--- src/design/rvj1_pkg.sv ---
// rvj1 shared definitions
// Widths, word types, RV32I opcode and funct encodings, ALU and LSU command codes

`default_nettype none

package rvj1_pkg;

  ////////////////////////////////////////////////////////////////////////////
  // Widths and word types
  ////////////////////////////////////////////////////////////////////////////
  localparam int XLEN  = 32;  // Data and instruction width
  localparam int RALEN = 5;   // Register index width

  typedef logic [XLEN-1:0]  word_t;      // Data, immediate or PC
  typedef logic [RALEN-1:0] reg_addr_t;  // x0..x31

  ////////////////////////////////////////////////////////////////////////////
  // Instruction encodings
  ////////////////////////////////////////////////////////////////////////////
  typedef enum logic [6:0] {
    OPCODE_LOAD   = 7'b0000011,
    OPCODE_FENCE  = 7'b0001111,  // Retires as no-op
    OPCODE_OPIMM  = 7'b0010011,
    OPCODE_AUIPC  = 7'b0010111,
    OPCODE_STORE  = 7'b0100011,
    OPCODE_OP     = 7'b0110011,
    OPCODE_LUI    = 7'b0110111,
    OPCODE_BRANCH = 7'b1100011,  // Not executed here
    OPCODE_JALR   = 7'b1100111,  // Not executed here
    OPCODE_JAL    = 7'b1101111,
    OPCODE_SYSTEM = 7'b1110011   // No CSRs, no-op
  } opcode_e;

  // Arithmetic group funct3, shared by OP and OP-IMM
  typedef enum logic [2:0] {
    F3_ADDI      = 3'b000,  // Also ADD/SUB
    F3_SLLI      = 3'b001,
    F3_SLTI      = 3'b010,
    F3_SLTIU     = 3'b011,
    F3_XORI      = 3'b100,
    F3_SRLI_SRAI = 3'b101,
    F3_ORI       = 3'b110,
    F3_ANDI      = 3'b111
  } f3_imm_e;

  // funct7 picks the alternate form
  typedef enum logic [6:0] {
    F7_SLLI_SRLI_ADDI = 7'b0000000,
    F7_SRAI_SUB       = 7'b0100000
  } f7_shift_imm_e;

  ////////////////////////////////////////////////////////////////////////////
  // Execution control codes
  ////////////////////////////////////////////////////////////////////////////
  typedef enum logic [3:0] {
    ALU_OP_ADD,
    ALU_OP_SUB,
    ALU_OP_SLL,
    ALU_OP_SLT,
    ALU_OP_SLTU,
    ALU_OP_XOR,
    ALU_OP_SRL,
    ALU_OP_SRA,
    ALU_OP_OR,
    ALU_OP_AND
  } alu_op_e;

  // Write flag in bit 3, funct3 below it
  typedef enum logic [3:0] {
    LSU_LOAD_BYTE    = 4'b0000,
    LSU_LOAD_HALF    = 4'b0001,
    LSU_LOAD_WORD    = 4'b0010,
    LSU_LOAD_BYTE_U  = 4'b0100,
    LSU_LOAD_HALF_U  = 4'b0101,
    LSU_STORE_BYTE   = 4'b1000,
    LSU_STORE_HALF   = 4'b1001,
    LSU_STORE_WORD   = 4'b1010,
    LSU_NO_CMD       = 4'b1111  // Idle encoding
  } lsu_ctrl_e;

endpackage

`default_nettype wire

--- src/design/rvj1_dec_if.sv ---
// Decode bundle between decoder and execute stage
// Registered control word, one issued pulse per accepted instruction

`timescale 1ns/1ps
`default_nettype none

interface rvj1_dec_if import rvj1_pkg::*; ();

  logic       issued;     // One cycle per accepted instruction
  reg_addr_t  rs1;
  reg_addr_t  rs2;
  alu_op_e    alu_sel;
  logic       a_is_pc;    // ALU A from PC instead of rs1
  logic       b_is_imm;   // ALU B from imm instead of rs2
  logic       write_rf;
  reg_addr_t  rd;
  word_t      imm;        // Already sign extended
  logic       lsu_valid;
  lsu_ctrl_e  lsu_cmd;
  logic       jump;       // JAL

  modport dec (
    output issued, rs1, rs2, alu_sel, a_is_pc, b_is_imm,
    output write_rf, rd, imm, lsu_valid, lsu_cmd, jump
  );

  modport exe (
    input issued, rs1, rs2, alu_sel, a_is_pc, b_is_imm,
    input write_rf, rd, imm, lsu_valid, lsu_cmd, jump
  );

endinterface

`default_nettype wire

--- src/design/rvj1_dec.sv ---
// rvj1 instruction decoder
// Accepts RV32I words on a valid/ready port, registers the control bundle
// for the execute stage. Stall holds the bundle, idle cycles clear it

`timescale 1ns/1ps
`default_nettype none

module rvj1_dec import rvj1_pkg::*; (
  input  logic    clk_i,
  input  logic    rstn_i,
  input  word_t   instr_i,
  input  logic    instr_valid_i,
  input  logic    stall_i,
  output logic    instr_ready_o,
  rvj1_dec_if.dec dec_o
);

  ////////////////////////////////////////////////////////////////////////////
  // Fields and immediates
  ////////////////////////////////////////////////////////////////////////////
  logic       instr_fire;
  opcode_e    opcode;
  logic [2:0] funct3;
  logic [6:0] funct7;
  reg_addr_t  rd_fld, rs1_fld, rs2_fld;
  word_t      imm_i, imm_s, imm_u, imm_j;
  logic       alt_op;  // SUB or SRA form

  assign opcode  = opcode_e'(instr_i[6:0]);
  assign rd_fld  = instr_i[11:7];
  assign funct3  = instr_i[14:12];
  assign rs1_fld = instr_i[19:15];
  assign rs2_fld = instr_i[24:20];
  assign funct7  = instr_i[31:25];

  assign imm_i = {{20{instr_i[31]}}, instr_i[31:20]};
  assign imm_s = {{20{instr_i[31]}}, instr_i[31:25], instr_i[11:7]};
  assign imm_u = {instr_i[31:12], 12'b0};
  assign imm_j = {{12{instr_i[31]}}, instr_i[19:12], instr_i[20], instr_i[30:21], 1'b0};

  // funct7 only counts for OP and for right shifts, ADDI imm bits must not make a SUB
  assign alt_op = (funct7 == F7_SRAI_SUB) &&
                  ((opcode == OPCODE_OP) || (funct3 == F3_SRLI_SRAI));

  ////////////////////////////////////////////////////////////////////////////
  // Encoding maps
  ////////////////////////////////////////////////////////////////////////////
  function automatic alu_op_e alu_op_map(input f3_imm_e f3, input logic alt);
    alu_op_e op;
    op = ALU_OP_ADD;
    case (f3)
      F3_ADDI:      op = alt ? ALU_OP_SUB : ALU_OP_ADD;
      F3_SLLI:      op = ALU_OP_SLL;
      F3_SLTI:      op = ALU_OP_SLT;
      F3_SLTIU:     op = ALU_OP_SLTU;
      F3_XORI:      op = ALU_OP_XOR;
      F3_SRLI_SRAI: op = alt ? ALU_OP_SRA : ALU_OP_SRL;
      F3_ORI:       op = ALU_OP_OR;
      F3_ANDI:      op = ALU_OP_AND;
      default:      op = ALU_OP_ADD;
    endcase
    return op;
  endfunction

  function automatic lsu_ctrl_e lsu_cmd_map(input logic [2:0] f3, input logic is_write);
    return lsu_ctrl_e'({is_write, f3});
  endfunction

  ////////////////////////////////////////////////////////////////////////////
  // Next bundle, no-op unless an instruction is taken
  ////////////////////////////////////////////////////////////////////////////
  reg_addr_t rs1_d, rs2_d, rd_d;
  alu_op_e   alu_sel_d;
  logic      a_is_pc_d, b_is_imm_d, write_rf_d, lsu_valid_d, jump_d;
  word_t     imm_d;
  lsu_ctrl_e lsu_cmd_d;

  assign instr_ready_o = ~stall_i;
  assign instr_fire    = instr_valid_i & instr_ready_o;

  always_comb begin
    rs1_d       = '0;  // x0 reads as zero, LUI relies on it
    rs2_d       = '0;
    rd_d        = '0;
    alu_sel_d   = ALU_OP_ADD;
    a_is_pc_d   = 1'b0;
    b_is_imm_d  = 1'b0;
    write_rf_d  = 1'b0;
    imm_d       = '0;
    lsu_valid_d = 1'b0;
    lsu_cmd_d   = LSU_NO_CMD;
    jump_d      = 1'b0;
    if (instr_fire) begin
      case (opcode)
        OPCODE_OPIMM: begin
          rs1_d      = rs1_fld;
          alu_sel_d  = alu_op_map(f3_imm_e'(funct3), alt_op);
          b_is_imm_d = 1'b1;
          write_rf_d = 1'b1;
          rd_d       = rd_fld;
          imm_d      = imm_i;
        end
        OPCODE_OP: begin
          rs1_d      = rs1_fld;
          rs2_d      = rs2_fld;
          alu_sel_d  = alu_op_map(f3_imm_e'(funct3), alt_op);
          write_rf_d = 1'b1;
          rd_d       = rd_fld;
        end
        OPCODE_LUI, OPCODE_AUIPC: begin  // 0 + imm or pc + imm
          a_is_pc_d  = (opcode == OPCODE_AUIPC);
          b_is_imm_d = 1'b1;
          write_rf_d = 1'b1;
          rd_d       = rd_fld;
          imm_d      = imm_u;
        end
        OPCODE_STORE: begin
          rs1_d       = rs1_fld;
          rs2_d       = rs2_fld;  // Store data
          b_is_imm_d  = 1'b1;
          imm_d       = imm_s;
          lsu_valid_d = 1'b1;
          lsu_cmd_d   = lsu_cmd_map(funct3, 1'b1);
        end
        OPCODE_LOAD: begin
          rs1_d       = rs1_fld;
          b_is_imm_d  = 1'b1;
          imm_d       = imm_i;
          rd_d        = rd_fld;    // Load data never returns, no write
          lsu_valid_d = 1'b1;
          lsu_cmd_d   = lsu_cmd_map(funct3, 1'b0);
        end
        OPCODE_JAL: begin
          a_is_pc_d  = 1'b1;  // ALU gives the target
          b_is_imm_d = 1'b1;
          imm_d      = imm_j;
          write_rf_d = 1'b1;  // Link value pc+4
          rd_d       = rd_fld;
          jump_d     = 1'b1;
        end
        default: ;  // BRANCH, JALR, SYSTEM, FENCE retire as no-op
      endcase
    end
  end

  ////////////////////////////////////////////////////////////////////////////
  // Bundle registers
  ////////////////////////////////////////////////////////////////////////////
  always_ff @(posedge clk_i) begin
    if (!rstn_i) begin
      dec_o.issued    <= 1'b0;
      dec_o.write_rf  <= 1'b0;
      dec_o.lsu_valid <= 1'b0;
      dec_o.jump      <= 1'b0;
    end else begin
      dec_o.issued <= instr_fire;  // Never held through a stall
      if (instr_ready_o) begin
        dec_o.write_rf  <= write_rf_d;
        dec_o.lsu_valid <= lsu_valid_d;
        dec_o.jump      <= jump_d;
      end
    end
  end

  always_ff @(posedge clk_i) begin
    if (instr_ready_o) begin  // Hold on stall
      dec_o.rs1      <= rs1_d;
      dec_o.rs2      <= rs2_d;
      dec_o.rd       <= rd_d;
      dec_o.alu_sel  <= alu_sel_d;
      dec_o.a_is_pc  <= a_is_pc_d;
      dec_o.b_is_imm <= b_is_imm_d;
      dec_o.imm      <= imm_d;
      dec_o.lsu_cmd  <= lsu_cmd_d;
    end
  end

endmodule

`default_nettype wire

--- src/design/rvj1_regfile.sv ---
// rvj1 integer register file
// 31 writable words, two combinational reads, one write port, x0 fixed at zero

`timescale 1ns/1ps
`default_nettype none

module rvj1_regfile import rvj1_pkg::*; (
  input  logic      clk_i,
  input  logic      rstn_i,
  input  reg_addr_t ra_addr_i,
  input  reg_addr_t rb_addr_i,
  output word_t     ra_data_o,
  output word_t     rb_data_o,
  input  logic      we_i,
  input  reg_addr_t wa_addr_i,
  input  word_t     wd_data_i
);

  localparam int NREGS = 2**RALEN;

  word_t regs_q [1:NREGS-1];  // No storage behind x0

  always_ff @(posedge clk_i) begin
    if (!rstn_i) begin
      for (int i = 1; i < NREGS; i++) begin
        regs_q[i] <= '0;
      end
    end else if (we_i && (wa_addr_i != '0)) begin  // x0 writes dropped
      regs_q[wa_addr_i] <= wd_data_i;
    end
  end

  // Write lands at the edge, readers in the next cycle see it
  assign ra_data_o = (ra_addr_i == '0) ? '0 : regs_q[ra_addr_i];
  assign rb_data_o = (rb_addr_i == '0) ? '0 : regs_q[rb_addr_i];

endmodule

`default_nettype wire

--- src/design/rvj1_alu.sv ---
// rvj1 ALU
// Combinational, the ten RV32I integer operations

`timescale 1ns/1ps
`default_nettype none

module rvj1_alu import rvj1_pkg::*; (
  input  alu_op_e op_i,
  input  word_t   a_i,
  input  word_t   b_i,
  output word_t   res_o
);

  logic [4:0] shamt;  // Low 5 bits only
  logic       lt_s, lt_u;

  assign shamt = b_i[4:0];
  assign lt_s  = $signed(a_i) < $signed(b_i);
  assign lt_u  = a_i < b_i;

  always_comb begin
    case (op_i)
      ALU_OP_ADD:  res_o = a_i + b_i;
      ALU_OP_SUB:  res_o = a_i - b_i;
      ALU_OP_SLL:  res_o = a_i << shamt;
      ALU_OP_SLT:  res_o = {{(XLEN-1){1'b0}}, lt_s};  // 0 or 1
      ALU_OP_SLTU: res_o = {{(XLEN-1){1'b0}}, lt_u};
      ALU_OP_XOR:  res_o = a_i ^ b_i;
      ALU_OP_SRL:  res_o = a_i >> shamt;
      ALU_OP_SRA:  res_o = word_t'($signed(a_i) >>> shamt);  // Sign fill
      ALU_OP_OR:   res_o = a_i | b_i;
      ALU_OP_AND:  res_o = a_i & b_i;
      default:     res_o = a_i + b_i;
    endcase
  end

endmodule

`default_nettype wire

--- src/design/rvj1_exec.sv ---
// rvj1 execute stage
// Operand select, PC tracking, register writeback, LSU command and JAL redirect.
// Acts only on issued cycles, all outputs registered at that edge

`timescale 1ns/1ps
`default_nettype none

module rvj1_exec import rvj1_pkg::*; #(
  parameter word_t BOOT_PC = 32'h0
) (
  input  logic      clk_i,
  input  logic      rstn_i,
  rvj1_dec_if.exe   dec_i,
  input  word_t     ra_data_i,
  input  word_t     rb_data_i,
  // ALU
  output alu_op_e   alu_op_o,
  output word_t     alu_a_o,
  output word_t     alu_b_o,
  input  word_t     alu_res_i,
  // Register file write
  output logic      rf_we_o,
  output reg_addr_t rf_waddr_o,
  output word_t     rf_wdata_o,
  // Retire
  output logic      retire_valid_o,
  output logic      rd_we_o,
  output reg_addr_t rd_addr_o,
  output word_t     rd_data_o,
  output word_t     retire_pc_o,
  // LSU command
  output logic      lsu_valid_o,
  output lsu_ctrl_e lsu_cmd_o,
  output word_t     lsu_addr_o,
  output word_t     lsu_wdata_o,
  // Redirect
  output logic      redirect_valid_o,
  output word_t     redirect_pc_o
);

  word_t pc_q;      // Architectural PC
  word_t pc_plus4;
  word_t wb_data;
  logic  wb_en;

  assign alu_op_o = dec_i.alu_sel;
  assign alu_a_o  = dec_i.a_is_pc  ? pc_q      : ra_data_i;
  assign alu_b_o  = dec_i.b_is_imm ? dec_i.imm : rb_data_i;

  assign pc_plus4 = pc_q + 32'd4;
  assign wb_data  = dec_i.jump ? pc_plus4 : alu_res_i;  // JAL links
  assign wb_en    = dec_i.issued && dec_i.write_rf && (dec_i.rd != '0);

  assign rf_we_o    = wb_en;
  assign rf_waddr_o = dec_i.rd;
  assign rf_wdata_o = wb_data;

  ////////////////////////////////////////////////////////////////////////////
  // PC and output valids
  ////////////////////////////////////////////////////////////////////////////
  always_ff @(posedge clk_i) begin
    if (!rstn_i) begin
      pc_q             <= BOOT_PC;
      retire_valid_o   <= 1'b0;
      rd_we_o          <= 1'b0;
      lsu_valid_o      <= 1'b0;
      redirect_valid_o <= 1'b0;
    end else begin
      retire_valid_o   <= dec_i.issued;  // One pulse per instruction
      rd_we_o          <= wb_en;
      lsu_valid_o      <= dec_i.issued & dec_i.lsu_valid;
      redirect_valid_o <= dec_i.issued & dec_i.jump;
      if (dec_i.issued) begin
        pc_q <= dec_i.jump ? alu_res_i : pc_plus4;  // JAL target is pc+imm
      end
    end
  end

  // Payload, only meaningful alongside its valid
  always_ff @(posedge clk_i) begin
    if (dec_i.issued) begin
      rd_addr_o     <= dec_i.rd;
      rd_data_o     <= wb_data;
      retire_pc_o   <= pc_q;
      lsu_cmd_o     <= dec_i.lsu_cmd;
      lsu_addr_o    <= alu_res_i;  // rs1 + imm
      lsu_wdata_o   <= rb_data_i;
      redirect_pc_o <= alu_res_i;
    end
  end

endmodule

`default_nettype wire

--- src/design/rvj1_core.sv ---
// rvj1 execution slice top level
// Decoder, register file, ALU and execute stage, plain ports to the outside

`timescale 1ns/1ps
`default_nettype none

module rvj1_core import rvj1_pkg::*; #(
  parameter word_t BOOT_PC = 32'h0
) (
  input  logic      clk_i,
  input  logic      rstn_i,
  // Instruction port
  input  word_t     instr_i,
  input  logic      instr_valid_i,
  input  logic      stall_i,
  output logic      instr_ready_o,
  // Retire
  output logic      retire_valid_o,
  output logic      rd_we_o,
  output reg_addr_t rd_addr_o,
  output word_t     rd_data_o,
  output word_t     retire_pc_o,
  // LSU command
  output logic      lsu_valid_o,
  output lsu_ctrl_e lsu_cmd_o,
  output word_t     lsu_addr_o,
  output word_t     lsu_wdata_o,
  // Redirect
  output logic      redirect_valid_o,
  output word_t     redirect_pc_o
);

  rvj1_dec_if dec_bus ();

  word_t     ra_data, rb_data;
  alu_op_e   alu_op;
  word_t     alu_a, alu_b, alu_res;
  logic      rf_we;
  reg_addr_t rf_waddr;
  word_t     rf_wdata;

  rvj1_dec u_dec (
    .clk_i         (clk_i),
    .rstn_i        (rstn_i),
    .instr_i       (instr_i),
    .instr_valid_i (instr_valid_i),
    .stall_i       (stall_i),
    .instr_ready_o (instr_ready_o),
    .dec_o         (dec_bus.dec)
  );

  // Read addresses come straight from the bundle
  rvj1_regfile u_regfile (
    .clk_i     (clk_i),
    .rstn_i    (rstn_i),
    .ra_addr_i (dec_bus.rs1),
    .rb_addr_i (dec_bus.rs2),
    .ra_data_o (ra_data),
    .rb_data_o (rb_data),
    .we_i      (rf_we),
    .wa_addr_i (rf_waddr),
    .wd_data_i (rf_wdata)
  );

  rvj1_alu u_alu (
    .op_i  (alu_op),
    .a_i   (alu_a),
    .b_i   (alu_b),
    .res_o (alu_res)
  );

  rvj1_exec #(
    .BOOT_PC (BOOT_PC)
  ) u_exec (
    .clk_i            (clk_i),
    .rstn_i           (rstn_i),
    .dec_i            (dec_bus.exe),
    .ra_data_i        (ra_data),
    .rb_data_i        (rb_data),
    .alu_op_o         (alu_op),
    .alu_a_o          (alu_a),
    .alu_b_o          (alu_b),
    .alu_res_i        (alu_res),
    .rf_we_o          (rf_we),
    .rf_waddr_o       (rf_waddr),
    .rf_wdata_o       (rf_wdata),
    .retire_valid_o   (retire_valid_o),
    .rd_we_o          (rd_we_o),
    .rd_addr_o        (rd_addr_o),
    .rd_data_o        (rd_data_o),
    .retire_pc_o      (retire_pc_o),
    .lsu_valid_o      (lsu_valid_o),
    .lsu_cmd_o        (lsu_cmd_o),
    .lsu_addr_o       (lsu_addr_o),
    .lsu_wdata_o      (lsu_wdata_o),
    .redirect_valid_o (redirect_valid_o),
    .redirect_pc_o    (redirect_pc_o)
  );

endmodule

`default_nettype wire

--- config.mk ---
export PLATFORM = sky130hd
export DESIGN_NAME = rvj1_core
export DESIGN_NICKNAME = d
export VERILOG_FILES = /design/src/design/rvj1_pkg.sv /design/src/design/rvj1_dec_if.sv /design/src/design/rvj1_dec.sv /design/src/design/rvj1_regfile.sv /design/src/design/rvj1_alu.sv /design/src/design/rvj1_exec.sv /design/src/design/rvj1_core.sv
export SDC_FILE = /design/constraint.sdc
export NUM_CORES = 2
export LEC_CHECK = 0
export BUFFER_PORTS_ARGS = -buffer_cell sky130_fd_sc_hd__buf_2
export CELL_PAD_IN_SITES_DETAIL_PLACEMENT = 1
export CELL_PAD_IN_SITES_GLOBAL_PLACEMENT = 1
export CORE_ASPECT_RATIO = 0.8
export CORE_MARGIN = 5
export CORE_UTILIZATION = 56
export DETAILED_ROUTE_END_ITERATION = 7
export PLACE_DENSITY = 0.83
export SYNTH_ARGS = -nofsm -noshare
export SYNTH_HDL_FRONTEND = slang
export SYNTH_SLANG_ARGS = --single-unit
--- constraint.sdc ---
create_clock -name clk_i -period 12.62 [get_ports clk_i]
set_input_delay 2.524 -clock clk_i [delete_from_list [all_inputs] [get_ports clk_i]]
set_output_delay 2.524 -clock clk_i [all_outputs]
set_load 0.01 [all_outputs]
==> metrics.md <==
| Metric | Value |
|---|---|
| Max cap viols | `3` |
| Syn Std Cell Area | `73400 um^2` |
| Synth cell types | `120` |
| Post-CTS Setup Inserts | `0` |
| Slew margin rel. | `-0.0295` |
| Post-synthesis sequential area ratio | `0.512` |
| RSZ-0062 raised after global routing | `false` |
| Top-level I/O count | `210` |
| TritonRoute pass-1 iters | `8` |
| Worst skew pair latency | `0.82 ns` |
| GRT overflow | `0` |
| FF+latch area | `37600 um^2` |
| Nets | `6186` |
| CP required | `13.12 ns` |
| Antenna-violating nets left | `0` |
| Syn avg cell area | `12.2 um^2` |
| Drt via density | `about 8.1` |
| Synth warn | `0` |
| CTS sink count | `1268` |
| Die X | `about 410 um` |
| # H-tree levels | `4` |
| Number of enable flip-flop cells after synthesis | `between 1000 and 1500` |
| Failing checks | `DRC, capacitance limit, slew limit` |
| Vias in the first global route | `63200` |
| Std cell rows | `around 120` |
| DRC viols | `25` |
| Yosys top cell area share | `0.498` |
| First-pass GRT wire length | `504 mm` |
| Filler cells | `12600` |
| Largest area contributor in the netlist | `edfxtp_1` |
| Max Slew Vio Count | `13` |
| Root Buffer | `clkbuf_16` |
| Initial drt markers | `13200` |
| Initial core utilization | `0.565` |
| Crit. End Element | `register` |
| Worst Path Max Fanout | `34` |
| Gr usage total | `0.517` |
| Main synth FF type | `edfxtp_1` |
| P_leak | `about 29 nW` |
| Data arrival time of the critical path | `about 10 ns` |
| Post-placement cell area | `76100 um^2` |
| Util after Layout | `0.619` |
| Worst VDD drop | `between 0.15 and 0.2 mV` |
| Setup Crit Path Kind | `register to register` |
| Clk slew on worst S/H paths | `~0.070 ns` |
| Bufs on Longest Clock Path | `3` |
| Seq cells post-synth | `roughly 1300` |
| CTS buffer count | `131` |
| TNS Setup | `0 ns` |
| FMAX | `101 MHz` |
| Full die area | `139000 um^2` |
| # port buffers | `209` |
| Final Setup Violations | `0` |
| Wirelength, routed | `367 mm` |
| Antenna violations before repair | `31` |
| Startpoint Class | `register` |
| Outcome | `finished with violations` |
| Final hold violations | `0` |
| CTS tree | `yes` |
| Clock period minus worst slack | `9.88 ns` |
| Layout cells sized above 1 | `0.222` |
| PD cells | `150 nW/um^2` |
| Largest net degree at the start of global routing | `between 100 and 150` |
| Synth top area cells | `edfxtp_1 50%, mux4_2 14%, nor2_1 6.0%` |
| Area of the multi-input gates | `32600 um^2` |
| Post-DP HPWL | `235 mm` |
| Core Area | `130000 um^2` |
| Dpl cells | `roughly 7700` |
| Synth-to-layout area growth | `9.41%` |
| Wirelength per Cell | `46.3 um` |
| Final instance area | `80400 um^2` |
| Cts repair resizes | `0` |
| Hold crit path type | `register to register` |
| Cells after Synth | `6000` |
| Non-filler cells, final | `7925` |
| Die height | `334 um` |
| Total number of vias | `63900` |
| Cts hold-fix bufs | `0` |
| GPL Wtd Cong | `1.09` |
| Setup Skew | `0.0590 ns` |
| Measured slew at the worst slew-check pin | `1.53 ns` |
| Period utilisation layout | `0.783` |
| Async SR Flop Fraction | `0` |
==> flip-flops by register name (all words and copies together) (netlist names), 4 cells and up, named ones only <==
register / cells
u_dec.dec_o.lsu_cmd: 4
u_exec.lsu_cmd_o: 4
u_exec.pc_q: 32
u_dec.dec_o.rd: 5
u_regfile.regs_q: 1024
u_exec.rd_data_o: 32
u_dec.dec_o.rs1: 5
u_exec.retire_pc_o: 32
u_dec.dec_o.imm: 32
u_dec.dec_o.alu_sel: 4
u_dec.dec_o.rs2: 5
u_exec.lsu_wdata_o: 32
u_exec.lsu_addr_o: 32
u_exec.rd_addr_o: 5
==> worst max-delay path, cell delays in order, from the launching register on <==
cell and delay (ns):
dfxtp_4 0.76, buf_4 0.60, mux2i_1 0.20, a22oi_1 0.28, a21oi_1 0.32, o41ai_2 1.34
nand2_2 0.79, inv_2 0.22, buf_4 0.43, ha_1 0.26, inv_1 0.04, a21oi_1 0.18
o21ai_0 0.14, a21oi_1 0.45, o21ai_0 0.31, and2_1 0.31, a2111o_1 0.43, o32ai_1 0.35
o221ai_1 0.23, nor3_1 0.84, mux2_2 0.85, inv_1 0.16
==> final cells by class <==
class	count	area share
clock buffers	167	0.0447
multi-input cells	4024	0.406
inverters	161	0.00752
repair buffers	464	0.0387
clock inverters	72	0.00738
diodes	29	0.000903
flip-flops and latches	1268	0.468
well taps	1740	0.0271
==> placed cells by master (no fill, tap or decap), drive strengths merged, types with 15 or more instances in the layout <==
master,n
o21ai,155
buf,463
conb,32
a22o,18
a211oi,82
o221ai,25
nand2b,21
o21bai,19
dfxtp,50
a221o,15
nor3,87
inv,159
xnor2,33
o22ai,22
nand3,70
and2,42
mux2,49
or3,15
a31oi,44
a22oi,124
ha,98
o211ai,38
mux4,466
and3,30
a21o,39
nor4,27
o31ai,17
edfxtp,1218
clkbuf,168
nand2,329
nor2b,37
mux2i,390
nor2,1205
a221oi,22
diode,29
or2,15
clkinv,64
a21oi,218
a2111oi,18
==> kinds of logic after synthesis <==
| logic type | after synthesis | share of synthesized area |
|---|---|---|
| AND/OR/NAND/NOR | 1945 | 0.114 |
| XOR/XNOR | 47 | 0.00560 |
| AO/OA/AOI/OAI | 995 | 0.0957 |
| other | 1 | 0.0000511 |
| flip-flops | 1268 | 0.512 |
| buffers and inverters | 739 | 0.0512 |
| multiplexers | 905 | 0.205 |
| adder cells (fa/ha/maj) | 100 | 0.0172 |
==> stage by stage <==
stage / worst slack [ns] / power, mW / hold slack [ns]
finish: 2.74 / 12.1 / 0.428
global placement: 2.72 / 7.77 / 0.404
global route: 2.97 / 12.2 / 0.436
floorplan: 6.03 / 6.64 / 0.400
CTS: 2.70 / 11.8 / 0.433
detailed placement: 2.74 / 7.84 / 0.418
==> layer usage <==
metal | track usage | vias up | part of all wire
met5 | 0.0342 | - | 0.0035
met3 | 0.264 | 2025 | 0.18
li1 | - | 22800 | -
met1 | 0.663 | 31600 | 0.34
met2 | 0.698 | 7487 | 0.40
met4 | 0.308 | 26 | 0.080
==> worst paths after layout <==
path,startpoint,end,slack (ns),cells after the start
worst max-delay path,register,u_regfile.regs_q[0][13]$_DFFE_PP_,2.74,21
worst min-delay path,u_dec.dec_o.lsu_cmd[2]$_SDFFCE_PN1N_,u_exec.lsu_cmd_o[2]$_DFFE_PP_,0.43,0
worst max register to register,register,u_regfile.regs_q[0][13]$_DFFE_PP_,2.74,21
worst min register to register,u_dec.dec_o.lsu_cmd[2]$_SDFFCE_PN1N_,u_exec.lsu_cmd_o[2]$_DFFE_PP_,0.43,0
==> Yosys cell counts, types with 29 or more instances <==
library cell,n
buf_2,143
a21oi_1,213
clkbuf_1,250
o21ai_0,137
nand3_1,70
inv_1,139
a22oi_1,120
nor2b_1,37
nor2_1,1176
nor3_1,86
buf_6,34
xnor2_1,33
edfxtp_1,1218
and3_1,30
and2_1,42
nand2_1,328
a211oi_1,82
a21o_1,39
o211ai_1,38
mux2_2,48
a31oi_1,43
ha_1,98
buf_4,97
buf_1,40
mux2i_1,385
nor2_2,29
dfxtp_1,50
mux4_2,451
==> power by group <==
group / switching (mW) / leakage (nW) / total (mW) / internal [mW]
clock network: 1.85 / 2.05 / 4.02 / 2.17
logic: 2.24 / 14.1 / 3.06 / 0.821
registers: 0.172 / 12.8 / 4.98 / 4.81
total: 4.26 / 28.9 / 12.1 / 7.80
Note: power is estimated with default switching activity, not from simulation.
